### config.mk
export PLATFORM = sky130hd
export DESIGN_NAME = arduboy_io_top
export DESIGN_NICKNAME = d
export VERILOG_FILES = /design/src/rtl/arduboy_io_pkg.sv /design/src/rtl/apb_io_ctrl.sv /design/src/rtl/gpio_port.sv /design/src/rtl/timer8_pwm.sv /design/src/rtl/board_pin_map.sv /design/src/rtl/arduboy_io_top.sv
export SDC_FILE = /design/constraint.sdc
export NUM_CORES = 1
export LEC_CHECK = 0
export BUFFER_PORTS_ARGS = -buffer_cell sky130_fd_sc_hd__clkbuf_2
export CORE_MARGIN = 2
export CORE_UTILIZATION = 45
export CTS_CLUSTER_DIAMETER = 100
export DETAILED_ROUTE_END_ITERATION = 10
export PLACE_DENSITY = 0.62
export SLEW_MARGIN = 20
export SYNTH_ARGS = -nofsm -noshare
export SYNTH_HDL_FRONTEND = slang
export SYNTH_SLANG_ARGS = --single-unit
export TNS_END_PERCENT = 20
### constraint.sdc
create_clock -name clk -period 7 [get_ports clk]
set_clock_uncertainty 0.2 [all_clocks]
set_input_delay 0 -clock clk [delete_from_list [all_inputs] [get_ports clk]]
set_output_delay 0 -clock clk [all_outputs]
set_load 0.03 [all_outputs]
### src/rtl/arduboy_io_pkg.sv
// Arduboy I/O register map, bus widths and shared enum types
package arduboy_io_pkg;
	parameter int data_w = 8; // Bus and register width
	parameter int addr_w = 8; // Low I/O space only
	parameter int prescale_w = 10; // Enough for /1024

	// Port B..F, same PIN/DDR/PORT layout as the AVR part
	parameter logic [addr_w-1:0] pinb_addr = 8'h23;
	parameter logic [addr_w-1:0] ddrb_addr = 8'h24;
	parameter logic [addr_w-1:0] portb_addr = 8'h25;
	parameter logic [addr_w-1:0] pinc_addr = 8'h26;
	parameter logic [addr_w-1:0] ddrc_addr = 8'h27;
	parameter logic [addr_w-1:0] portc_addr = 8'h28;
	parameter logic [addr_w-1:0] pind_addr = 8'h29;
	parameter logic [addr_w-1:0] ddrd_addr = 8'h2a;
	parameter logic [addr_w-1:0] portd_addr = 8'h2b;
	parameter logic [addr_w-1:0] pine_addr = 8'h2c;
	parameter logic [addr_w-1:0] ddre_addr = 8'h2d;
	parameter logic [addr_w-1:0] porte_addr = 8'h2e;
	parameter logic [addr_w-1:0] pinf_addr = 8'h2f;
	parameter logic [addr_w-1:0] ddrf_addr = 8'h30;
	parameter logic [addr_w-1:0] portf_addr = 8'h31;

	// Timer 0 block
	parameter logic [addr_w-1:0] tifr0_addr = 8'h35;
	parameter logic [addr_w-1:0] tccr0a_addr = 8'h44;
	parameter logic [addr_w-1:0] tccr0b_addr = 8'h45;
	parameter logic [addr_w-1:0] tcnt0_addr = 8'h46;
	parameter logic [addr_w-1:0] ocr0a_addr = 8'h47;
	parameter logic [addr_w-1:0] ocr0b_addr = 8'h48;
	parameter logic [addr_w-1:0] timsk0_addr = 8'h6e;

	parameter int tov_bit = 0; // Same positions in TIFR0 and TIMSK0
	parameter int ocfa_bit = 1;
	parameter int ocfb_bit = 2;

	typedef enum logic [4:0] {
		reg_none,
		reg_pinb, reg_ddrb, reg_portb, reg_pinc, reg_ddrc, reg_portc,
		reg_pind, reg_ddrd, reg_portd, reg_pine, reg_ddre, reg_porte,
		reg_pinf, reg_ddrf, reg_portf,
		reg_tifr0, reg_tccr0a, reg_tccr0b, reg_tcnt0, reg_ocr0a, reg_ocr0b, reg_timsk0
	} reg_sel_e;

	typedef enum logic [1:0] {apb_idle, apb_setup, apb_access} apb_state_e;

	// Timer write select, the timer rows of reg_sel_e
	typedef enum logic [2:0] {
		tim_tccr0a, tim_tccr0b, tim_tcnt0, tim_ocr0a, tim_ocr0b, tim_timsk0, tim_tifr0
	} tim_reg_e;

	typedef enum logic [2:0] {
		cs_stop = 3'd0, cs_div1 = 3'd1, cs_div8 = 3'd2,
		cs_div64 = 3'd3, cs_div256 = 3'd4, cs_div1024 = 3'd5
	} clk_sel_e; // 6 and 7 unused, treated as stopped

	typedef enum logic [1:0] {wgm_normal = 2'b00, wgm_fast_pwm = 2'b11} wgm_e;
endpackage

### src/rtl/apb_io_ctrl.sv
// APB slave for the I/O space with phase FSM, address decode, write strobes and read mux
`timescale 1ns/10ps
module apb_io_ctrl (
	input  logic clk,
	input  logic rst,
	input  logic psel,
	input  logic penable,
	input  logic pwrite,
	input  logic [arduboy_io_pkg::addr_w-1:0] paddr,
	input  logic [arduboy_io_pkg::data_w-1:0] pwdata,
	output logic [arduboy_io_pkg::data_w-1:0] prdata,
	output logic pready,
	output logic pslverr,
	output logic [4:0] port_wr, // One-hot, bit 0 is port B
	output logic [4:0] ddr_wr,
	output logic tim_wr,
	output arduboy_io_pkg::tim_reg_e tim_reg,
	output logic [arduboy_io_pkg::data_w-1:0] wdata,
	input  logic [arduboy_io_pkg::data_w-1:0] port_q_b, port_q_c, port_q_d, port_q_e, port_q_f,
	input  logic [arduboy_io_pkg::data_w-1:0] ddr_q_b, ddr_q_c, ddr_q_d, ddr_q_e, ddr_q_f,
	input  logic [arduboy_io_pkg::data_w-1:0] pin_q_b, pin_q_c, pin_q_d, pin_q_e, pin_q_f,
	input  logic [arduboy_io_pkg::data_w-1:0] tccr0a_q, tccr0b_q, tcnt0_q, ocr0a_q,
	input  logic [arduboy_io_pkg::data_w-1:0] ocr0b_q, timsk0_q, tifr0_q
);
	arduboy_io_pkg::apb_state_e state; // Phase seen at the last edge
	arduboy_io_pkg::reg_sel_e sel;
	logic access;
	logic is_pin;
	logic is_tim;
	logic wr_en;
	logic [arduboy_io_pkg::data_w-1:0] rd_mux;

	always_ff @(posedge clk)
	begin
		if (rst)
			state <= arduboy_io_pkg::apb_idle;
		else
		begin
			case (state)
				arduboy_io_pkg::apb_setup:
					if (psel && penable)
						state <= arduboy_io_pkg::apb_access;
					else if (!psel)
						state <= arduboy_io_pkg::apb_idle;
				default: // Idle or just finished a transfer
					if (psel && !penable)
						state <= arduboy_io_pkg::apb_setup;
					else
						state <= arduboy_io_pkg::apb_idle;
			endcase
		end
	end

	// Access cycle follows a registered setup, no wait states
	assign access = (state == arduboy_io_pkg::apb_setup) && psel && penable;

	always_comb
	begin
		case (paddr)
			arduboy_io_pkg::pinb_addr: sel = arduboy_io_pkg::reg_pinb;
			arduboy_io_pkg::ddrb_addr: sel = arduboy_io_pkg::reg_ddrb;
			arduboy_io_pkg::portb_addr: sel = arduboy_io_pkg::reg_portb;
			arduboy_io_pkg::pinc_addr: sel = arduboy_io_pkg::reg_pinc;
			arduboy_io_pkg::ddrc_addr: sel = arduboy_io_pkg::reg_ddrc;
			arduboy_io_pkg::portc_addr: sel = arduboy_io_pkg::reg_portc;
			arduboy_io_pkg::pind_addr: sel = arduboy_io_pkg::reg_pind;
			arduboy_io_pkg::ddrd_addr: sel = arduboy_io_pkg::reg_ddrd;
			arduboy_io_pkg::portd_addr: sel = arduboy_io_pkg::reg_portd;
			arduboy_io_pkg::pine_addr: sel = arduboy_io_pkg::reg_pine;
			arduboy_io_pkg::ddre_addr: sel = arduboy_io_pkg::reg_ddre;
			arduboy_io_pkg::porte_addr: sel = arduboy_io_pkg::reg_porte;
			arduboy_io_pkg::pinf_addr: sel = arduboy_io_pkg::reg_pinf;
			arduboy_io_pkg::ddrf_addr: sel = arduboy_io_pkg::reg_ddrf;
			arduboy_io_pkg::portf_addr: sel = arduboy_io_pkg::reg_portf;
			arduboy_io_pkg::tifr0_addr: sel = arduboy_io_pkg::reg_tifr0;
			arduboy_io_pkg::tccr0a_addr: sel = arduboy_io_pkg::reg_tccr0a;
			arduboy_io_pkg::tccr0b_addr: sel = arduboy_io_pkg::reg_tccr0b;
			arduboy_io_pkg::tcnt0_addr: sel = arduboy_io_pkg::reg_tcnt0;
			arduboy_io_pkg::ocr0a_addr: sel = arduboy_io_pkg::reg_ocr0a;
			arduboy_io_pkg::ocr0b_addr: sel = arduboy_io_pkg::reg_ocr0b;
			arduboy_io_pkg::timsk0_addr: sel = arduboy_io_pkg::reg_timsk0;
			default: sel = arduboy_io_pkg::reg_none; // Hole in the map
		endcase
	end

	assign is_pin = sel inside {arduboy_io_pkg::reg_pinb, arduboy_io_pkg::reg_pinc,
		arduboy_io_pkg::reg_pind, arduboy_io_pkg::reg_pine, arduboy_io_pkg::reg_pinf};

	// Timer rows of the map narrowed to the timer's own select
	always_comb
	begin
		is_tim = 1'b1;
		case (sel)
			arduboy_io_pkg::reg_tccr0a: tim_reg = arduboy_io_pkg::tim_tccr0a;
			arduboy_io_pkg::reg_tccr0b: tim_reg = arduboy_io_pkg::tim_tccr0b;
			arduboy_io_pkg::reg_tcnt0: tim_reg = arduboy_io_pkg::tim_tcnt0;
			arduboy_io_pkg::reg_ocr0a: tim_reg = arduboy_io_pkg::tim_ocr0a;
			arduboy_io_pkg::reg_ocr0b: tim_reg = arduboy_io_pkg::tim_ocr0b;
			arduboy_io_pkg::reg_timsk0: tim_reg = arduboy_io_pkg::tim_timsk0;
			arduboy_io_pkg::reg_tifr0: tim_reg = arduboy_io_pkg::tim_tifr0;
			default:
			begin
				tim_reg = arduboy_io_pkg::tim_tccr0a; // Don't care, no strobe
				is_tim = 1'b0;
			end
		endcase
	end

	assign pready = access;
	assign pslverr = access && (sel == arduboy_io_pkg::reg_none || (pwrite && is_pin));
	assign wr_en = access && pwrite && !pslverr; // Erroring writes are dropped
	assign wdata = pwdata;
	assign tim_wr = wr_en && is_tim;

	assign port_wr = {5{wr_en}} & {sel == arduboy_io_pkg::reg_portf,
		sel == arduboy_io_pkg::reg_porte, sel == arduboy_io_pkg::reg_portd,
		sel == arduboy_io_pkg::reg_portc, sel == arduboy_io_pkg::reg_portb};
	assign ddr_wr = {5{wr_en}} & {sel == arduboy_io_pkg::reg_ddrf,
		sel == arduboy_io_pkg::reg_ddre, sel == arduboy_io_pkg::reg_ddrd,
		sel == arduboy_io_pkg::reg_ddrc, sel == arduboy_io_pkg::reg_ddrb};

	always_comb
	begin
		case (sel)
			arduboy_io_pkg::reg_pinb: rd_mux = pin_q_b;
			arduboy_io_pkg::reg_ddrb: rd_mux = ddr_q_b;
			arduboy_io_pkg::reg_portb: rd_mux = port_q_b;
			arduboy_io_pkg::reg_pinc: rd_mux = pin_q_c;
			arduboy_io_pkg::reg_ddrc: rd_mux = ddr_q_c;
			arduboy_io_pkg::reg_portc: rd_mux = port_q_c;
			arduboy_io_pkg::reg_pind: rd_mux = pin_q_d;
			arduboy_io_pkg::reg_ddrd: rd_mux = ddr_q_d;
			arduboy_io_pkg::reg_portd: rd_mux = port_q_d;
			arduboy_io_pkg::reg_pine: rd_mux = pin_q_e;
			arduboy_io_pkg::reg_ddre: rd_mux = ddr_q_e;
			arduboy_io_pkg::reg_porte: rd_mux = port_q_e;
			arduboy_io_pkg::reg_pinf: rd_mux = pin_q_f;
			arduboy_io_pkg::reg_ddrf: rd_mux = ddr_q_f;
			arduboy_io_pkg::reg_portf: rd_mux = port_q_f;
			arduboy_io_pkg::reg_tifr0: rd_mux = tifr0_q;
			arduboy_io_pkg::reg_tccr0a: rd_mux = tccr0a_q;
			arduboy_io_pkg::reg_tccr0b: rd_mux = tccr0b_q;
			arduboy_io_pkg::reg_tcnt0: rd_mux = tcnt0_q;
			arduboy_io_pkg::reg_ocr0a: rd_mux = ocr0a_q;
			arduboy_io_pkg::reg_ocr0b: rd_mux = ocr0b_q;
			arduboy_io_pkg::reg_timsk0: rd_mux = timsk0_q;
			default: rd_mux = '0;
		endcase
	end

	assign prdata = (access && !pwrite) ? rd_mux : '0; // Quiet outside read access
endmodule

### src/rtl/gpio_port.sv
// One GPIO port with PORT and DDR registers, masked PIN read and direction-gated drive
`timescale 1ns/10ps
module gpio_port #(
	parameter logic [7:0] in_mask = 8'hff, // Bits wired to a real input
	parameter logic [7:0] invert_mask = 8'h00 // Active-low buttons
) (
	input  logic clk,
	input  logic rst,
	input  logic port_wr,
	input  logic ddr_wr,
	input  logic [arduboy_io_pkg::data_w-1:0] wdata,
	input  logic [arduboy_io_pkg::data_w-1:0] pin_in,
	output logic [arduboy_io_pkg::data_w-1:0] port_q,
	output logic [arduboy_io_pkg::data_w-1:0] ddr_q,
	output logic [arduboy_io_pkg::data_w-1:0] pin_q,
	output logic [arduboy_io_pkg::data_w-1:0] io_out
);
	always_ff @(posedge clk)
	begin
		if (rst)
		begin
			port_q <= '0;
			ddr_q <= '0; // All inputs out of reset
		end
		else
		begin
			if (port_wr)
				port_q <= wdata;
			if (ddr_wr)
				ddr_q <= wdata;
		end
	end

	// Unwired bits always read 0
	assign pin_q = (pin_in ^ invert_mask) & in_mask;

	// Pin drives only with its direction bit set
	assign io_out = port_q & ddr_q;
endmodule

### src/rtl/timer8_pwm.sv
// Timer 0 with shared prescaler, 8-bit counter, two compare units, PWM output and interrupt
`timescale 1ns/10ps
module timer8_pwm (
	input  logic clk,
	input  logic rst,
	input  logic tim_wr,
	input  arduboy_io_pkg::tim_reg_e tim_reg,
	input  logic [arduboy_io_pkg::data_w-1:0] wdata,
	output logic [arduboy_io_pkg::data_w-1:0] tccr0a_q, // COM0A 7:6, WGM 1:0
	output logic [arduboy_io_pkg::data_w-1:0] tccr0b_q, // Clock select 2:0
	output logic [arduboy_io_pkg::data_w-1:0] tcnt0_q,
	output logic [arduboy_io_pkg::data_w-1:0] ocr0a_q,
	output logic [arduboy_io_pkg::data_w-1:0] ocr0b_q,
	output logic [arduboy_io_pkg::data_w-1:0] timsk0_q,
	output logic [arduboy_io_pkg::data_w-1:0] tifr0_q,
	output logic oca,
	output logic oca_en,
	output logic irq
);
	logic [arduboy_io_pkg::prescale_w-1:0] presc;
	logic tick;
	logic fast_pwm;
	logic tov_ev;
	logic ocfa_ev;
	logic ocfb_ev;
	logic oca_tgl; // Normal-mode toggle output
	logic [arduboy_io_pkg::data_w-1:0] flag_set;
	logic [arduboy_io_pkg::data_w-1:0] flag_clr;

	// Free-running divider, no reset by writes
	always_ff @(posedge clk)
	begin
		if (rst)
			presc <= '0;
		else
			presc <= presc + 1'b1;
	end

	always_comb
	begin
		case (arduboy_io_pkg::clk_sel_e'(tccr0b_q[2:0]))
			arduboy_io_pkg::cs_div1: tick = 1'b1;
			arduboy_io_pkg::cs_div8: tick = &presc[2:0];
			arduboy_io_pkg::cs_div64: tick = &presc[5:0];
			arduboy_io_pkg::cs_div256: tick = &presc[7:0];
			arduboy_io_pkg::cs_div1024: tick = &presc;
			default: tick = 1'b0; // Stopped, codes 6 and 7 too
		endcase
	end

	assign fast_pwm = arduboy_io_pkg::wgm_e'(tccr0a_q[1:0]) == arduboy_io_pkg::wgm_fast_pwm;

	// Events qualify with the tick so a stopped counter fires nothing
	assign tov_ev = tick && (&tcnt0_q); // FF to 00 wrap
	assign ocfa_ev = tick && (tcnt0_q == ocr0a_q);
	assign ocfb_ev = tick && (tcnt0_q == ocr0b_q);

	always_comb
	begin
		flag_set = '0;
		flag_set[arduboy_io_pkg::tov_bit] = tov_ev;
		flag_set[arduboy_io_pkg::ocfa_bit] = ocfa_ev;
		flag_set[arduboy_io_pkg::ocfb_bit] = ocfb_ev;
	end

	// Write 1 to clear
	assign flag_clr = (tim_wr && tim_reg == arduboy_io_pkg::tim_tifr0) ? wdata : '0;

	always_ff @(posedge clk)
	begin
		if (rst)
		begin
			tccr0a_q <= '0;
			tccr0b_q <= '0;
			tcnt0_q <= '0;
			ocr0a_q <= '0;
			ocr0b_q <= '0;
			timsk0_q <= '0;
			tifr0_q <= '0;
			oca_tgl <= 1'b0;
		end
		else
		begin
			if (tick)
				tcnt0_q <= tcnt0_q + 1'b1; // Wraps in both modes
			if (tim_wr)
			begin
				case (tim_reg)
					arduboy_io_pkg::tim_tccr0a: tccr0a_q <= wdata;
					arduboy_io_pkg::tim_tccr0b: tccr0b_q <= wdata;
					arduboy_io_pkg::tim_tcnt0: tcnt0_q <= wdata; // Load beats the tick
					arduboy_io_pkg::tim_ocr0a: ocr0a_q <= wdata;
					arduboy_io_pkg::tim_ocr0b: ocr0b_q <= wdata;
					arduboy_io_pkg::tim_timsk0: timsk0_q <= wdata;
					default: ; // TIFR0 goes through flag_clr
				endcase
			end
			tifr0_q <= (tifr0_q & ~flag_clr) | flag_set; // Set wins over clear
			if (ocfa_ev && !fast_pwm)
				oca_tgl <= ~oca_tgl;
		end
	end

	// Fast PWM high below the compare value, one count per tick
	assign oca = fast_pwm ? (tcnt0_q < ocr0a_q) : oca_tgl;
	assign oca_en = |tccr0a_q[7:6]; // Any COM0A mode takes the pin
	assign irq = |(tifr0_q & timsk0_q);
endmodule

### src/rtl/board_pin_map.sv
// Arduboy board wiring: button sync and routing to ports, LED, buzzer and OLED pin drive
`timescale 1ns/10ps
module board_pin_map (
	input  logic clk,
	input  logic rst,
	input  logic [5:0] buttons, // Right, left, down, up, A, B from bit 0
	input  logic [arduboy_io_pkg::data_w-1:0] pb_out,
	input  logic [arduboy_io_pkg::data_w-1:0] pc_out,
	input  logic [arduboy_io_pkg::data_w-1:0] pd_out,
	input  logic oca,
	input  logic oca_en,
	output logic [arduboy_io_pkg::data_w-1:0] pb_in,
	output logic [arduboy_io_pkg::data_w-1:0] pe_in,
	output logic [arduboy_io_pkg::data_w-1:0] pf_in,
	output logic [2:0] rgb,
	output logic [1:0] buzzer,
	output logic oled_dc,
	output logic oled_cs,
	output logic oled_rst
);
	logic [5:0] btn_meta; // First stage, may go metastable
	logic [5:0] btn_sync;

	always_ff @(posedge clk)
	begin
		if (rst)
		begin
			btn_meta <= '0;
			btn_sync <= '0;
		end
		else
		begin
			btn_meta <= buttons;
			btn_sync <= btn_meta;
		end
	end

	assign pb_in = {3'b000, btn_sync[5], 4'b0000}; // B on PB4
	assign pe_in = {1'b0, btn_sync[4], 6'b000000}; // A on PE6
	// Up PF7, right PF6, left PF5, down PF4
	assign pf_in = {btn_sync[3], btn_sync[0], btn_sync[1], btn_sync[2], 4'b0000};

	// Common anode LED, so PWM is inverted to keep duty as brightness
	assign rgb[0] = pb_out[5];
	assign rgb[1] = oca_en ? ~oca : pb_out[7];
	assign rgb[2] = pb_out[6];

	assign buzzer = pc_out[7:6];
	assign oled_dc = pd_out[4];
	assign oled_cs = pd_out[6];
	assign oled_rst = pd_out[7];
endmodule

### src/rtl/arduboy_io_top.sv
// Arduboy I/O subsystem top: APB control, five GPIO ports, timer 0 and board pin map
`timescale 1ns/10ps
module arduboy_io_top (
	input  logic clk,
	input  logic rst,
	input  logic psel,
	input  logic penable,
	input  logic pwrite,
	input  logic [arduboy_io_pkg::addr_w-1:0] paddr,
	input  logic [arduboy_io_pkg::data_w-1:0] pwdata,
	output logic [arduboy_io_pkg::data_w-1:0] prdata,
	output logic pready,
	output logic pslverr,
	input  logic [5:0] buttons,
	output logic [2:0] rgb,
	output logic [1:0] buzzer,
	output logic oled_dc,
	output logic oled_cs,
	output logic oled_rst,
	output logic irq // Timer 0 request
);
	logic [4:0] port_wr;
	logic [4:0] ddr_wr;
	logic tim_wr;
	arduboy_io_pkg::tim_reg_e tim_reg;
	logic [arduboy_io_pkg::data_w-1:0] wdata;
	logic [arduboy_io_pkg::data_w-1:0] port_q_b, port_q_c, port_q_d, port_q_e, port_q_f;
	logic [arduboy_io_pkg::data_w-1:0] ddr_q_b, ddr_q_c, ddr_q_d, ddr_q_e, ddr_q_f;
	logic [arduboy_io_pkg::data_w-1:0] pin_q_b, pin_q_c, pin_q_d, pin_q_e, pin_q_f;
	logic [arduboy_io_pkg::data_w-1:0] tccr0a_q, tccr0b_q, tcnt0_q, ocr0a_q;
	logic [arduboy_io_pkg::data_w-1:0] ocr0b_q, timsk0_q, tifr0_q;
	logic oca;
	logic oca_en;
	logic [arduboy_io_pkg::data_w-1:0] pb_in, pe_in, pf_in; // Routed buttons
	logic [arduboy_io_pkg::data_w-1:0] pb_out, pc_out, pd_out; // Board-facing drive

	// Names line up one to one with the wires above
	apb_io_ctrl apb_io_ctrl_inst (.*);

	timer8_pwm timer8_pwm_inst (.*);

	board_pin_map board_pin_map_inst (.*);

	// Port B: B button inverted, LED on 7:5
	gpio_port #(.in_mask(8'hf0), .invert_mask(8'h10)) gpio_b_inst (
		.clk, .rst, .port_wr(port_wr[0]), .ddr_wr(ddr_wr[0]), .wdata, .pin_in(pb_in),
		.port_q(port_q_b), .ddr_q(ddr_q_b), .pin_q(pin_q_b), .io_out(pb_out)
	);

	// Port C: buzzer only, nothing to read back
	gpio_port #(.in_mask(8'hc0), .invert_mask(8'h00)) gpio_c_inst (
		.clk, .rst, .port_wr(port_wr[1]), .ddr_wr(ddr_wr[1]), .wdata, .pin_in('0),
		.port_q(port_q_c), .ddr_q(ddr_q_c), .pin_q(pin_q_c), .io_out(pc_out)
	);

	// Port D: OLED control
	gpio_port #(.in_mask(8'hd0), .invert_mask(8'h00)) gpio_d_inst (
		.clk, .rst, .port_wr(port_wr[2]), .ddr_wr(ddr_wr[2]), .wdata, .pin_in('0),
		.port_q(port_q_d), .ddr_q(ddr_q_d), .pin_q(pin_q_d), .io_out(pd_out)
	);

	// Port E: A button, no board outputs
	gpio_port #(.in_mask(8'h40), .invert_mask(8'h40)) gpio_e_inst (
		.clk, .rst, .port_wr(port_wr[3]), .ddr_wr(ddr_wr[3]), .wdata, .pin_in(pe_in),
		.port_q(port_q_e), .ddr_q(ddr_q_e), .pin_q(pin_q_e), .io_out()
	);

	// Port F: D-pad on 7:4
	gpio_port #(.in_mask(8'hf3), .invert_mask(8'hf0)) gpio_f_inst (
		.clk, .rst, .port_wr(port_wr[4]), .ddr_wr(ddr_wr[4]), .wdata, .pin_in(pf_in),
		.port_q(port_q_f), .ddr_q(ddr_q_f), .pin_q(pin_q_f), .io_out()
	);
endmodule

Yosys cells after proc, flatten, opt, wreduce, memory -nomap -nowiden
Cells that the tools add are included.
{"block": "classes", "n_bitwise": 14, "magnitude_cmp": 1, "reduce_logical": 36, "n_eq_ne": 60, "add_sub_neg": 2, "n_mux": 16}
{"cell": "8-bit case mux with 20 select lines", "count": 1}
{"cell": "8-bit by 6-bit equality test with 1-bit output (second input constant)", "count": 16}
{"cell": "5-bit case mux with 22 select lines", "count": 1}
{"cell": "8-bit by 7-bit equality test with 1-bit output (second input constant)", "count": 6}
{"cell": "8-bit AND", "count": 5}
{"cell": "5-bit by 4-bit equality test with 1-bit output (second input constant)", "count": 8}
{"cell": "8-bit two-way mux", "count": 5}
{"cell": "5-bit equality test (second input constant)", "count": 7}
{"cell": "5-bit by 3-bit equality test with 1-bit output (second input constant)", "count": 4}
{"cell": "3-bit case mux with 6 select lines", "count": 1}
{"cell": "8-bit equality test", "count": 2}
{"cell": "8-bit AND reduction", "count": 2}
{"cell": "3-bit equality test (second input constant)", "count": 5}
{"cell": "1-bit logical AND", "count": 15}
{"cell": "3-bit by 2-bit equality test with 1-bit output (second input constant)", "count": 4}
{"cell": "10-bit by 1-bit adder with 10-bit output (second input constant)", "count": 1}
{"cell": "5-bit AND", "count": 2}
{"cell": "5-bit by 2-bit equality test with 1-bit output (second input constant)", "count": 2}
{"cell": "10-bit AND reduction", "count": 1}
{"cell": "2-bit AND reduction", "count": 5}
{"cell": "8-bit by 1-bit adder with 8-bit output (second input constant)", "count": 1}
{"cell": "8-bit less-than comparator", "count": 1}
{"cell": "8-bit NOT", "count": 1}
{"cell": "8-bit by 3-bit OR with 8-bit output", "count": 1}
{"cell": "other kinds (20)", "count": 32}
{"block": "totals", "in_bits": 27, "register_bits": 161}

Depth between registers and ports, before layout
Gate-level depths: netlist (run 1).
{"block": "depth", "depth_word": 15, "depth_mapped": 11}

Hierarchy
Synthesis (run 1) repeated with hierarchy kept, for this count alone.
{"block": "unflattened", "cells_unflattened": 1098, "area_unflattened_um2": 9275.1}
{"module": "timer8_pwm", "area_each_um2": 3051.7, "seq_area_each_um2": 1341.3, "instances": 1, "cells_each": 382}
{"module": "apb_io_ctrl", "area_each_um2": 2204.6, "seq_area_each_um2": 40.0, "instances": 1, "cells_each": 317}
{"module": "gpio_port (gpio_c_inst ...)", "area_each_um2": 693.2, "seq_area_each_um2": 320.3, "instances": 2, "cells_each": 69}
{"module": "gpio_port (gpio_b_inst ...)", "area_each_um2": 689.4, "seq_area_each_um2": 320.3, "instances": 2, "cells_each": 69}
{"module": "gpio_port (gpio_f_inst)", "area_each_um2": 678.2, "seq_area_each_um2": 320.3, "instances": 1, "cells_each": 69}
{"module": "board_pin_map", "area_each_um2": 571.8, "seq_area_each_um2": 240.2, "instances": 1, "cells_each": 53}
{"module": "arduboy_io_top", "area_each_um2": 3.8, "seq_area_each_um2": 0.0, "instances": 1, "cells_each": 1}

Worst setup path after synthesis (run 1)
No wires, ideal clock.
{"block": "synth_path", "kind": "input-to-output", "start": "input port paddr[7] (netlist name)", "end": "output port prdata[6] (netlist name)", "slack_ps": 4584, "required_ps": 6800, "stages": 8, "arrival_time_ps": 2216, "cell_sequence": "buf_2 or4b_1 clkbuf_2 nor2_1 nor2_1 nand4_1 a21bo_2 a31oi_1"}
{"block": "synth_via", "elab_chain_len": 5, "word_cells_on_any_way": 45}
{"element": "start, declared", "line_no": "arduboy_io_top.sv:9", "rtl": "input logic [arduboy_io_pkg::addr_w-1:0] paddr,"}
{"element": "8-bit by 7-bit equality test with 1-bit output or 8-bit by 6-bit equality test with 1-bit output (tied branches)", "line_no": "apb_io_ctrl.sv:59", "rtl": "case (paddr)"}
{"element": "5-bit case mux with 22 select lines *", "line_no": "apb_io_ctrl.sv:59"}
{"element": "5-bit equality test, or another cell as far along", "line_no": "apb_io_ctrl.sv:124", "rtl": "case (sel)"}
{"element": "8-bit case mux with 20 select lines *", "line_no": "apb_io_ctrl.sv:124"}
{"element": "8-bit two-way mux *", "line_no": "apb_io_ctrl.sv:151", "rtl": "assign prdata = (access && !pwrite) ? rd_mux : '0;"}
{"element": "end, declared", "line_no": "arduboy_io_top.sv:11", "rtl": "output logic [arduboy_io_pkg::data_w-1:0] prdata,"}
Mark *: on every way between the ends. The rest lies on a longest branch, timed or not.

Final worst setup path (run 1)
{"block": "layout_path", "start": "input port paddr[0] (netlist name)", "end": "register gpio_f_inst.ddr_q[1] (netlist name)"}
{"block": "layout_via", "elab_chain_len": 10, "word_cells_on_any_way": 37}
{"element": "8-bit by 7-bit equality test with 1-bit output or 8-bit by 6-bit equality test with 1-bit output (tied branches)", "line_no": "apb_io_ctrl.sv:59"}
{"element": "5-bit case mux with 22 select lines *", "line_no": "apb_io_ctrl.sv:59"}
{"element": "5-bit by 1-bit equality test with 1-bit output, or another cell as far along", "line_no": "apb_io_ctrl.sv:86", "rtl": "assign is_pin = sel inside {arduboy_io_pkg::reg_pinb, arduboy_io_pkg::reg_pinc,"}
{"element": "5-bit nonzero test", "line_no": "apb_io_ctrl.sv:86"}
{"element": "1-bit logical AND", "line_no": "apb_io_ctrl.sv:110", "rtl": "assign pslverr = access && (sel == arduboy_io_pkg::reg_none || (pwrite && is_pin));"}
{"element": "1-bit logical OR", "line_no": "apb_io_ctrl.sv:110"}
{"element": "1-bit logical AND", "line_no": "apb_io_ctrl.sv:110"}
{"element": "1-bit zero test", "line_no": "apb_io_ctrl.sv:111", "rtl": "assign wr_en = access && pwrite && !pslverr;"}
{"element": "1-bit logical AND", "line_no": "apb_io_ctrl.sv:111"}
{"element": "5-bit AND *", "line_no": "apb_io_ctrl.sv:118", "rtl": "assign ddr_wr = {5{wr_en}} & {sel == arduboy_io_pkg::reg_ddrf,"}
{"element": "end signal, assigned", "line_no": "gpio_port.sv:30", "rtl": "ddr_q <= wdata;"}
{"element": "end, declared", "line_no": "gpio_port.sv:14", "rtl": "output logic [arduboy_io_pkg::data_w-1:0] ddr_q,"}
Marks and branches as above.
A chain may end at the register's enable or synchronous reset.

==> results_dict.tcl, run 1 <==
set metrics [dict create \
    pwr-share-seq 0.467 \
    fin_setup_tns_ps 0 \
    preCtsSetupSlack_ps 2680 \
    hold_class "primary input to flip-flop" \
    start_kind "primary input" \
    synth-edff-count 0 \
    tightestPinTransition_ps 1040 \
    ys_seq_elements 161 \
    diodes 0 \
    fp.dieH_um 138 \
    setup_ws_ps 2960 \
    ir_worst_vdd_v 0.000170 \
    rr_endpoint "gpio_f_inst.ddr_q[1]$_SDFFE_PP0P_" \
    die_width_um 138 \
    detail-route-antenna-nets 0 \
    max_cap_viol_count 0 \
    io_pins 46 \
    htreeDepth 4 \
    hp-start "pwdata[7]" \
    gr-total-overflow 0 \
    syn_area_um2 8040 \
    grt_pass1_wl_um 39200 \
    syn2layout_area_growth_pct 13.4 \
    synthArstFlopShare 0 \
    synthCells 944 \
    setup_viol_count_final 0 \
    crit_arrival_ps 4130 \
    cts_root_buf "clkbuf_16" \
    layout-drive-gt1-share 0.106 \
    combPwrFrac 0.056 \
    post_cts_buffers 0 \
    track_usage 0.280 \
    grt_max_degree 94 \
    min_to "timer8_pwm_inst.tifr0_q[7]$_SDFF_PP0_" \
    ys_types 75 \
    synth_area_per_cell_um2 8.51 \
    powerDensity_nw_per_um2 217 \
    clkSinkCount 161 \
    required_ps 7090 \
    hold_slack_ps 5.93 \
    clockBufferDepth 2 \
    gp_congestion 0.946 \
    initial_core_util 0.463 \
    final_hold_viol_count 0 \
    stdcell_count 1205 \
    drc 0 \
    antenna_found_initial 0 \
    p_clk_frac 0.477 \
    numPortBuffers 45 \
    fin_crit_ps 4040 \
    intPower_mw 1.51 \
    yosys_warnings 0 \
    p_leak_nw 3.64 \
    cts-buffers-inserted 17 \
    netSwitchingFraction 0.236 \
    core_area_um2 17400 \
    hpwl_um 17200 \
    via_count 7212 \
    crit_fanout 40 \
    wire_per_inst_um 21.3 \
    fmax_mhz 247 \
    regArea_um2 3220 \
    synth_ff_type "dfxtp_1" \
    relSlewSlack 0.307 \
    placed_cells 1151 \
    outcome "completed" \
    cts_resized 0 \
    crit_type "primary input to flip-flop" \
    timing.final.crit_share 0.578 \
    r2r_slack_ps 3760 \
    clkLatencyLatePin_ps 430 \
    die_area_um2 18900 \
    switching_power_mw 0.467 \
    drt_iter0_drc 825 \
    vias_per_cell 5.99 \
    ff2ff_path_depth 8 \
    grt_pass1_vias 6613 \
    routed_wl_um 25700 \
    nNetsFinal 1006 \
    rsz0062_at_grt "no" \
    final-max-slew-violation-count 0 \
    multi_input_area_um2 4470 \
    cp-end-kind "flip-flop" \
    firstDrtPassIters 5 \
    row_count 48 \
    synth_nets 982 \
    cts_tree "built" \
    postLayoutCoreUtil 0.525 \
    clk_pin_slew_ps 60 \
    ys_seq_area_frac 0.401 \
    fill_cells 1639 \
    hold_depth 2 \
    r2r-start "apb_io_ctrl_inst.state[1]$_SDFFE_PP0P_" \
]
[cell usage in the layout, fill, tap and decap left out, drive strengths merged, types with 6 or more instances in the layout]
cell,n
dfxtp,161
clkbuf,65
xnor2,6
and3,6
nor2,155
nand3,51
nand2,79
a21oi,64
ha,11
mux2i,97
nand2b,12
dlygate4sd3,23
inv,15
a22oi,18
a31oi,7
nor2b,19
a221oi,12
a211oi,9
clkinv,6
nand4,8
o21ai,26
xor2,17
nor3,16
and2,18
[per-layer routing]
metal  part of all wire  track usage  vias to the layer above  wire length [µm]
met2               0.43        0.412                      336             11100
met3              0.084       0.0611                       70              2170
met4              0.044        0.131                        0              1130
met1               0.44        0.388                     3413             11300
li1                   -            -                     3393                 -
met5                  0            0                        -                 0
[critical path, cell delays in order]
cell	delay, ps
clkbuf_2	710
clkinv_1	500
a2111oi_1	650
nor3_1	190
a41oi_4	900
buf_4	380
and2_1	450
mux2i_1	260
nor2_1	60
[Yosys cell counts (all sizes together) (2+ instances only)]
master | number | share of area
nand4b | 2 | 0.0022
inv | 13 | 0.0061
nand3b | 3 | 0.0028
nand4 | 8 | 0.0062
a221oi | 12 | 0.013
nand3 | 51 | 0.033
a41oi | 2 | 0.0031
a221o | 3 | 0.0037
o2111ai | 2 | 0.0044
and2 | 18 | 0.014
dfxtp | 161 | 0.40
a32o | 2 | 0.0025
ha | 11 | 0.017
clkbuf | 53 | 0.025
o21ai | 26 | 0.016
or4b | 2 | 0.0030
o211ai | 4 | 0.0037
a21boi | 2 | 0.0019
mux2i | 97 | 0.12
a32oi | 4 | 0.0044
nor3b | 3 | 0.0028
a2111oi | 3 | 0.0042
and3 | 6 | 0.0047
a211oi | 9 | 0.0084
nor2 | 155 | 0.073
buf | 14 | 0.013
o22ai | 3 | 0.0023
a31oi | 7 | 0.0054
nand4bb | 3 | 0.0042
xor2 | 17 | 0.019
mux2 | 4 | 0.0056
a211o | 2 | 0.0022
a22o | 3 | 0.0033
xnor2 | 6 | 0.0065
a22oi | 18 | 0.017
nor2b | 19 | 0.015
nor4 | 4 | 0.0031
nor3 | 16 | 0.010
nor4b | 3 | 0.0070
a21oi | 64 | 0.040
nand2b | 12 | 0.0093
nand2 | 79 | 0.041
[registers in the layout, summed over array words and instances (netlist names), 8 cells and up]
| signal | count |
|---|---|
| timer8_pwm_inst.ocr0a_q | 8 |
| gpio_f_inst.ddr_q | 8 |
| gpio_c_inst.port_q | 8 |
| timer8_pwm_inst.tifr0_q | 8 |
| timer8_pwm_inst.ocr0b_q | 8 |
| gpio_b_inst.ddr_q | 8 |
| gpio_b_inst.port_q | 8 |
| timer8_pwm_inst.timsk0_q | 8 |
| timer8_pwm_inst.presc | 10 |
| gpio_e_inst.ddr_q | 8 |
| gpio_e_inst.port_q | 8 |
| timer8_pwm_inst.tccr0b_q | 8 |
| gpio_d_inst.port_q | 8 |
| gpio_c_inst.ddr_q | 8 |
| gpio_d_inst.ddr_q | 8 |
| gpio_f_inst.port_q | 8 |
| timer8_pwm_inst.tccr0a_q | 8 |
| timer8_pwm_inst.tcnt0_q | 8 |
[power groups by stage]
stage	clock network, mW	logic, mW	registers, mW
after floorplan	0	0.0657	0.943
after global placement	0	0.0968	0.944
after detailed placement	0	0.0970	0.944
after CTS	0.953	0.107	0.924
after global routing	0.998	0.116	0.924
final	0.943	0.110	0.924
[cell families after synthesis]
group	share of synthesized area
simple gates	0.237
compound gates	0.149
flops	0.401
mux	0.126
buf+inv	0.0445
xor+xnor	0.0251
fa+ha+maj	0.0171
[repair_timing]
action	in CTS	in global routing
setup endpoints to repair	0	0
hold buffers	23	0
hold endpoints to repair	95	0
[worst max-delay path by stage]
stage	to	slack [ps]	start
floorplan	prdata[6]	4580	paddr[7]
global placement	gpio_f_inst.ddr_q[5]$_SDFFE_PP0P_	2770	paddr[0]
detailed placement	gpio_f_inst.ddr_q[1]$_SDFFE_PP0P_	2680	paddr[0]
CTS	gpio_f_inst.ddr_q[1]$_SDFFE_PP0P_	3090	paddr[0]
global route	gpio_f_inst.ddr_q[1]$_SDFFE_PP0P_	2630	paddr[0]
finish	gpio_f_inst.ddr_q[1]$_SDFFE_PP0P_	2960	paddr[0]
[per-stage QoR]
stage	area (µm²)	power (mW)
2_1_floorplan	8040	1.01
3_3_place_gp	8280	1.04
3_5_place_dp	8280	1.04
4_1_cts	9110	1.98
5_1_grt	9110	2.04
6_report	9110	1.98
[layout make-up]
class                      instances  area share
clock inverter                    10      0.0137
inverter                          14     0.00577
multi-input combinational        702       0.491
clock buffer                      21      0.0516
tap                              225      0.0309
sequential                       161       0.354
timing repair buffer              72      0.0536
(Power assumes the default switching activity.)
==> run 2, diff against run 1 <==
==> constraint.sdc (replaced) <==
create_clock -name clk -period 4.15 [get_ports clk]
set_clock_uncertainty 0.2 [all_clocks]
set_input_delay 0 -clock clk [delete_from_list [all_inputs] [get_ports clk]]
set_output_delay 0 -clock clk [all_outputs]
set_load 0.03 [all_outputs]
==> run 2 against run 1 <==
  * Non-clock buffer count rose by 7
  * Routed wire length is 0.42% lower
  * Worst hold slack about the same
==> results_dict.tcl, run 2 (synthesis gave the netlist of run 1 again) <==
set metrics [dict create \
    outcome "completed" \
    powerDensity_nw_per_um2 356 \
    fp.dieH_um 138 \
    clk_pin_slew_ps 60 \
    htreeDepth 4 \
    grt_max_degree 106 \
    placed_cells 1164 \
    nNetsFinal 1013 \
    die_width_um 138 \
    relSlewSlack 0.278 \
    rsz0062_at_grt "no" \
    switching_power_mw 0.789 \
    hold_class "primary input to flip-flop" \
    grt_pass1_vias 6562 \
    initial_core_util 0.463 \
    layout-drive-gt1-share 0.115 \
    timing.final.crit_share 0.768 \
    ir_worst_vdd_v 0.000295 \
    grt_use_met1 0.393 \
    die_area_um2 18900 \
    final_hold_viol_count 0 \
    max_cap_viol_count 0 \
    p_clk_frac 0.463 \
    track_usage 0.280 \
    routed_wl_um 25600 \
    layout_commonest_cell "dfxtp_1" \
    grt_use_met3 0.0633 \
    cts_tree "built" \
    gr-total-overflow 0 \
    io_pins 46 \
    intPower_mw 2.46 \
    diodes 0 \
    largest_reg_flops 10 \
    crit_type "primary input to flip-flop" \
    via_count 7185 \
    grt_pass1_wl_um 39100 \
    numPortBuffers 45 \
    clkLatencyLatePin_ps 440 \
    start_kind "primary input" \
    clockBufferDepth 2 \
    gp_congestion 0.984 \
    fin_crit_ps 3190 \
    combPwrFrac 0.057 \
    cp-end-kind "flip-flop" \
    postLayoutCoreUtil 0.525 \
    setup_viol_count_final 0 \
    drc 0 \
    wire_per_inst_um 21.1 \
    crit_fanout 28 \
    fin_setup_tns_ps 0 \
    detail-route-antenna-nets 0 \
    grt_use_met2 0.402 \
    post_cts_buffers 0 \
    grt-busiest-layer "met2" \
    antenna_found_initial 0 \
    crit_arrival_ps 3270 \
    drt_iter0_drc 890 \
    fill_cells 1690 \
    final_cell_mix "dfxtp_1 (161), nor2_1 (154), mux2i_1 (97)" \
    core_area_um2 17400 \
    pwr-share-seq 0.480 \
    p_leak_nw 3.65 \
    tightestPinTransition_ps 1080 \
    hpwl_um 17600 \
    clkSinkCount 161 \
    fmax_mhz 314 \
    final-max-slew-violation-count 0 \
    stdcell_count 1213 \
    firstDrtPassIters 5 \
    required_ps 4240 \
    largest-register "timer8_pwm_inst.presc" \
    row_count 48 \
    vias_per_cell 5.92 \
    cts-buffers-inserted 17 \
    netSwitchingFraction 0.243 \
    cts_root_buf "clkbuf_16" \
    syn2layout_area_growth_pct 13.3 \
]
run 2: changes by cell type in the layout (fill, tap and decap cells not counted), sizes merged:
cell         previous run  this run
clkinvlp                1         2
bufinv                  2         1
inv                    15        16
buf                     5        18
clkbuf                 65        66
dlygate4sd3            23        17
clkinv                  6         5
run 2: critical path, stage by stage:
cell	delay [ps]
clkbuf_2	340
nor2b_1	690
nand2_2	310
a311o_1	500
a41oi_4	240
buf_4	380
and2_1	480
mux2i_1	250
nor2_1	50
run 2: layer usage:
metal / vias up / routed length [µm]
met1: 3385 / 11400
met5: - / 0
met3: 54 / 2250
met4: 0 / 996
li1: 3388 / -
met2: 358 / 11000
run 2: timing repair:
action | in CTS | in global routing
hold endpoints to repair | 58 | 0
hold buffers | 17 | 0
resized for setup | 0 | 0
run 2: area by class of cell:
class / instances / area (µm²) / share of cell area
multi-input cells: 702 / 4470 / 0.490
flip-flops and latches: 161 / 3220 / 0.354
repair buffers: 79 / 526 / 0.0577
clock buffers: 22 / 454 / 0.0499
well taps: 225 / 282 / 0.0309
clock inverters: 10 / 103 / 0.0113
inverters: 14 / 52.6 / 0.00577
run 2: per-stage QoR:
stage          hold WS, ps  setup WS (ps)  area [µm²]  power [mW]
3_5_place_dp         -13.5            621        8380        1.76
5_1_grt               33.8            878        9100        3.33
2_1_floorplan         -124           1730        8040        1.70
3_3_place_gp         -15.6            758        8380        1.76
4_1_cts              0.289           1060        9100        3.26
6_report              5.53            962        9100        3.24
run 2: power by group through the flow:
| stage | Clock, mW | Combinational [mW] | Sequential (mW) |
|---|---|---|---|
| finish | 1.50 | 0.186 | 1.56 |
| global route | 1.58 | 0.198 | 1.56 |
| CTS | 1.52 | 0.182 | 1.56 |
| detailed placement | 0 | 0.169 | 1.59 |
| global placement | 0 | 0.169 | 1.59 |
| floorplan | 0 | 0.111 | 1.59 |
run 2: final timing paths:
check | cells past startpoint | endpoint | slack (ps) | from
hold reg to reg | 1 | board_pin_map_inst.btn_sync[3]$_SDFF_PP0_ | 240 | board_pin_map_inst.btn_meta[3]$_SDFF_PP0_
hold / removal | 3 | timer8_pwm_inst.ocr0b_q[5]$_SDFFE_PP0P_ | 6 | pwdata[5]
setup reg to reg | 8 | gpio_f_inst.ddr_q[7]$_SDFFE_PP0P_ | 1520 | apb_io_ctrl_inst.state[1]$_SDFFE_PP0P_
setup / recovery | 9 | gpio_f_inst.ddr_q[7]$_SDFFE_PP0P_ | 960 | paddr[2]
==> run 3, diff against run 2 <==
--- a/config.mk
+++ b/config.mk
@@ -5,6 +5,7 @@
 export SDC_FILE = /design/constraint.sdc
 export NUM_CORES = 1
 export LEC_CHECK = 0
+export ABC_AREA = 1
 export BUFFER_PORTS_ARGS = -buffer_cell sky130_fd_sc_hd__clkbuf_2
 export CORE_MARGIN = 2
 export CORE_UTILIZATION = 45
==> constraint.sdc (replaced) <==
create_clock -name clk -period 3.2 [get_ports clk]
set_clock_uncertainty 0.2 [all_clocks]
set_input_delay 0 -clock clk [delete_from_list [all_inputs] [get_ports clk]]
set_output_delay 0 -clock clk [all_outputs]
set_load 0.03 [all_outputs]
==> run 3 against run 2 <==
  * Final area grew 0.21%
  * Largest cell class unchanged
  * Global-route usage grew 0.61 points
  * Highest routed layer unchanged
  * Critical path type is now flip-flop to flip-flop
  * First-iteration DRC count shrank 7.4%
  * Setup slack lost 560 ps
  * Die area shrank 1.1%
==> results_dict.tcl, run 3 <==
set metrics [dict create \
    outcome "completed" \
    firstDrtPassIters 6 \
    rr_endpoint "timer8_pwm_inst.tccr0a_q[4]$_SDFFE_PP0P_" \
    final-max-slew-violation-count 0 \
    cts-buffers-inserted 17 \
    crit_arrival_ps 2920 \
    clkSinkCount 161 \
    clk_pin_slew_ps 70 \
    synthTopCellsByArea "dfxtp_1 (41%), nand2_1 (11%), a21oi_1 (8.3%), nor2_1 (6.2%), o21ai_0 (5.9%)" \
    synthCells 1108 \
    antenna_found_initial 0 \
    gp_congestion 0.965 \
    wire_per_inst_um 18.5 \
    powerDensity_nw_per_um2 474 \
    setup_viol_count_final 0 \
    synth_ff_type "dfxtp_1" \
    rsz0062_at_grt "no" \
    grt_max_degree 112 \
    crit_type "flip-flop to flip-flop" \
    fmax_mhz 357 \
    cts_root_buf "clkbuf_16" \
    fin_setup_tns_ps 0 \
    drt_iter0_drc 824 \
    initial_core_util 0.459 \
    grt_pass1_vias 6987 \
    synth-edff-count 0 \
    crit_fanout 21 \
    clkLatencyLatePin_ps 440 \
    tightestPinTransition_ps 1030 \
    synth_top_area_cell "dfxtp_1" \
    fin_crit_ps 2800 \
    gr-total-overflow 0 \
    ctsHoldBuffers 26 \
    synth_top_area_frac 0.406 \
    ff2ff_path_depth 11 \
    max_cap_viol_count 0 \
    yosys_warnings 0 \
    r2r-start "apb_io_ctrl_inst.state[0]$_SDFFE_PP0P_" \
    synth_nets 1146 \
    ys_types 44 \
    largest_reg_flops 10 \
    post_cts_buffers 0 \
    cts_tree "built" \
    layout_commonest_cell "nand2_1" \
    syn2layout_area_growth_pct 14.8 \
    crit_end "timer8_pwm_inst.tccr0a_q[4]$_SDFFE_PP0P_" \
    drc 0 \
    hold_class "primary input to flip-flop" \
    hpwl_um 18200 \
    timing.final.crit_share 0.874 \
    diodes 0 \
    grt_pass1_wl_um 39700 \
    start_kind "flip-flop" \
    clockBufferDepth 2 \
    ys_seq_elements 161 \
    via_count 7804 \
    die_width_um 137 \
    htreeDepth 4 \
    fill_cells 1738 \
    cp-end-kind "flip-flop" \
    ir_worst_vdd_v 0.000384 \
    die_area_um2 18700 \
    r2r_slack_ps 400 \
    detail-route-antenna-nets 0 \
    crit_start "apb_io_ctrl_inst.state[0]$_SDFFE_PP0P_" \
    p_leak_nw 4.10 \
    synth_area_per_cell_um2 7.17 \
    vias_per_cell 5.57 \
    track_usage 0.286 \
    relSlewSlack 0.316 \
    core_area_um2 17300 \
    cts_resized 0 \
    synth_common_cells "nand2_1 (229), dfxtp_1 (161), a21oi_1 (132), nor2_1 (132), inv_1 (108)" \
    largest-register "timer8_pwm_inst.presc" \
    io_pins 46 \
    nNetsFinal 1200 \
    synth.most_common_cell "nand2_1" \
    final_hold_viol_count 0 \
    numPortBuffers 45 \
    routed_wl_um 26000 \
    fp.dieH_um 137 \
    placed_cells 1342 \
    syn_area_um2 7950 \
    synthArstFlopShare 0 \
    layout-drive-gt1-share 0.107 \
    required_ps 3330 \
    final_cell_mix "nand2_1 (229), dfxtp_1 (161), nor2_1 (132), a21oi_1 (132), inv_1 (107)" \
    row_count 48 \
    stdcell_count 1400 \
    ys_seq_area_frac 0.406 \
]
run 3: kinds of logic (layout without fill, tap and decap cells):
kind of cell / count (synthesis) / after routing / synth area share
and+or+nand+nor: 466 / 466 / 0.273
DFF: 161 / 161 / 0.406
buffers and inverters: 164 / 231 / 0.0905
AOI/OAI and AO/OA: 296 / 296 / 0.203
adders and majority gates: 11 / 11 / 0.0173
xor gates and xnor gates: 10 / 10 / 0.0110
run 3: how the worst min path moves through the flow:
stage                     slack [ps]                                      to      from  cells past startpoint
final                            130      gpio_f_inst.port_q[7]$_SDFFE_PP0P_  paddr[2]                      7
after global routing             190       gpio_f_inst.ddr_q[4]$_SDFFE_PP0P_  paddr[7]                      7
after CTS                        120       gpio_f_inst.ddr_q[4]$_SDFFE_PP0P_  paddr[7]                      7
after detailed placement         -20  apb_io_ctrl_inst.state[0]$_SDFFE_PP0P_   penable                      2
after global placement           -30  apb_io_ctrl_inst.state[0]$_SDFFE_PP0P_   penable                      2
after floorplan                 -130  apb_io_ctrl_inst.state[0]$_SDFFE_PP0P_   penable                      1
run 3: stage by stage:
stage               hold WS (ps)  utilization  instance area [µm²]  total power [mW]  worst slack (ps)
floorplan                   -128            -                 7950              2.15               660
global placement           -26.6        0.478                 8260              2.23               704
detailed placement         -23.4        0.478                 8260              2.23               666
CTS                          121        0.527                 9120              4.33               436
global route                 192        0.527                 9120              4.45               237
finish                       132        0.527                 9120              4.32               402
run 3: power by group:
group	leakage (nW)	internal, mW	total [mW]	switching (mW)
clock network	0.290	1.21	2.11	0.904
logic	2.51	0.0548	0.188	0.134
registers	1.30	2.01	2.02	0.00516
total	4.10	3.28	4.32	1.04
run 3: per-layer routing:
metal / global-route usage / up-vias / part of all wire
li1: - / 3789 / -
met1: 0.408 / 3573 / 0.45
met2: 0.418 / 380 / 0.42
met3: 0.0522 / 62 / 0.086
met4: 0.132 / 0 / 0.040
met5: 0 / - / 0
run 3: worst max-delay path: stages, from the launching register on:
cell           delay [ps]
dfxtp_1               300
inv_1                  30
nor3_1                160
buf_4                 170
inv_1                 110
nor2_1                190
nand3_4               120
nor2_8                310
nand2_1               320
nand2_1               130
a21oi_1                60
dlygate4sd3_1         590
run 3: area by class of cell:
type                            instances  area, µm²  share of cell area
Multi-Input combinational cell        783       4000               0.439
Sequential cell                       161       3220               0.353
Timing Repair Buffer                   83        576              0.0631
Clock buffer                           20        457              0.0501
Inverter                              116        435              0.0477
Tap cell                              225        282              0.0309
Clock inverter                         12        148              0.0162
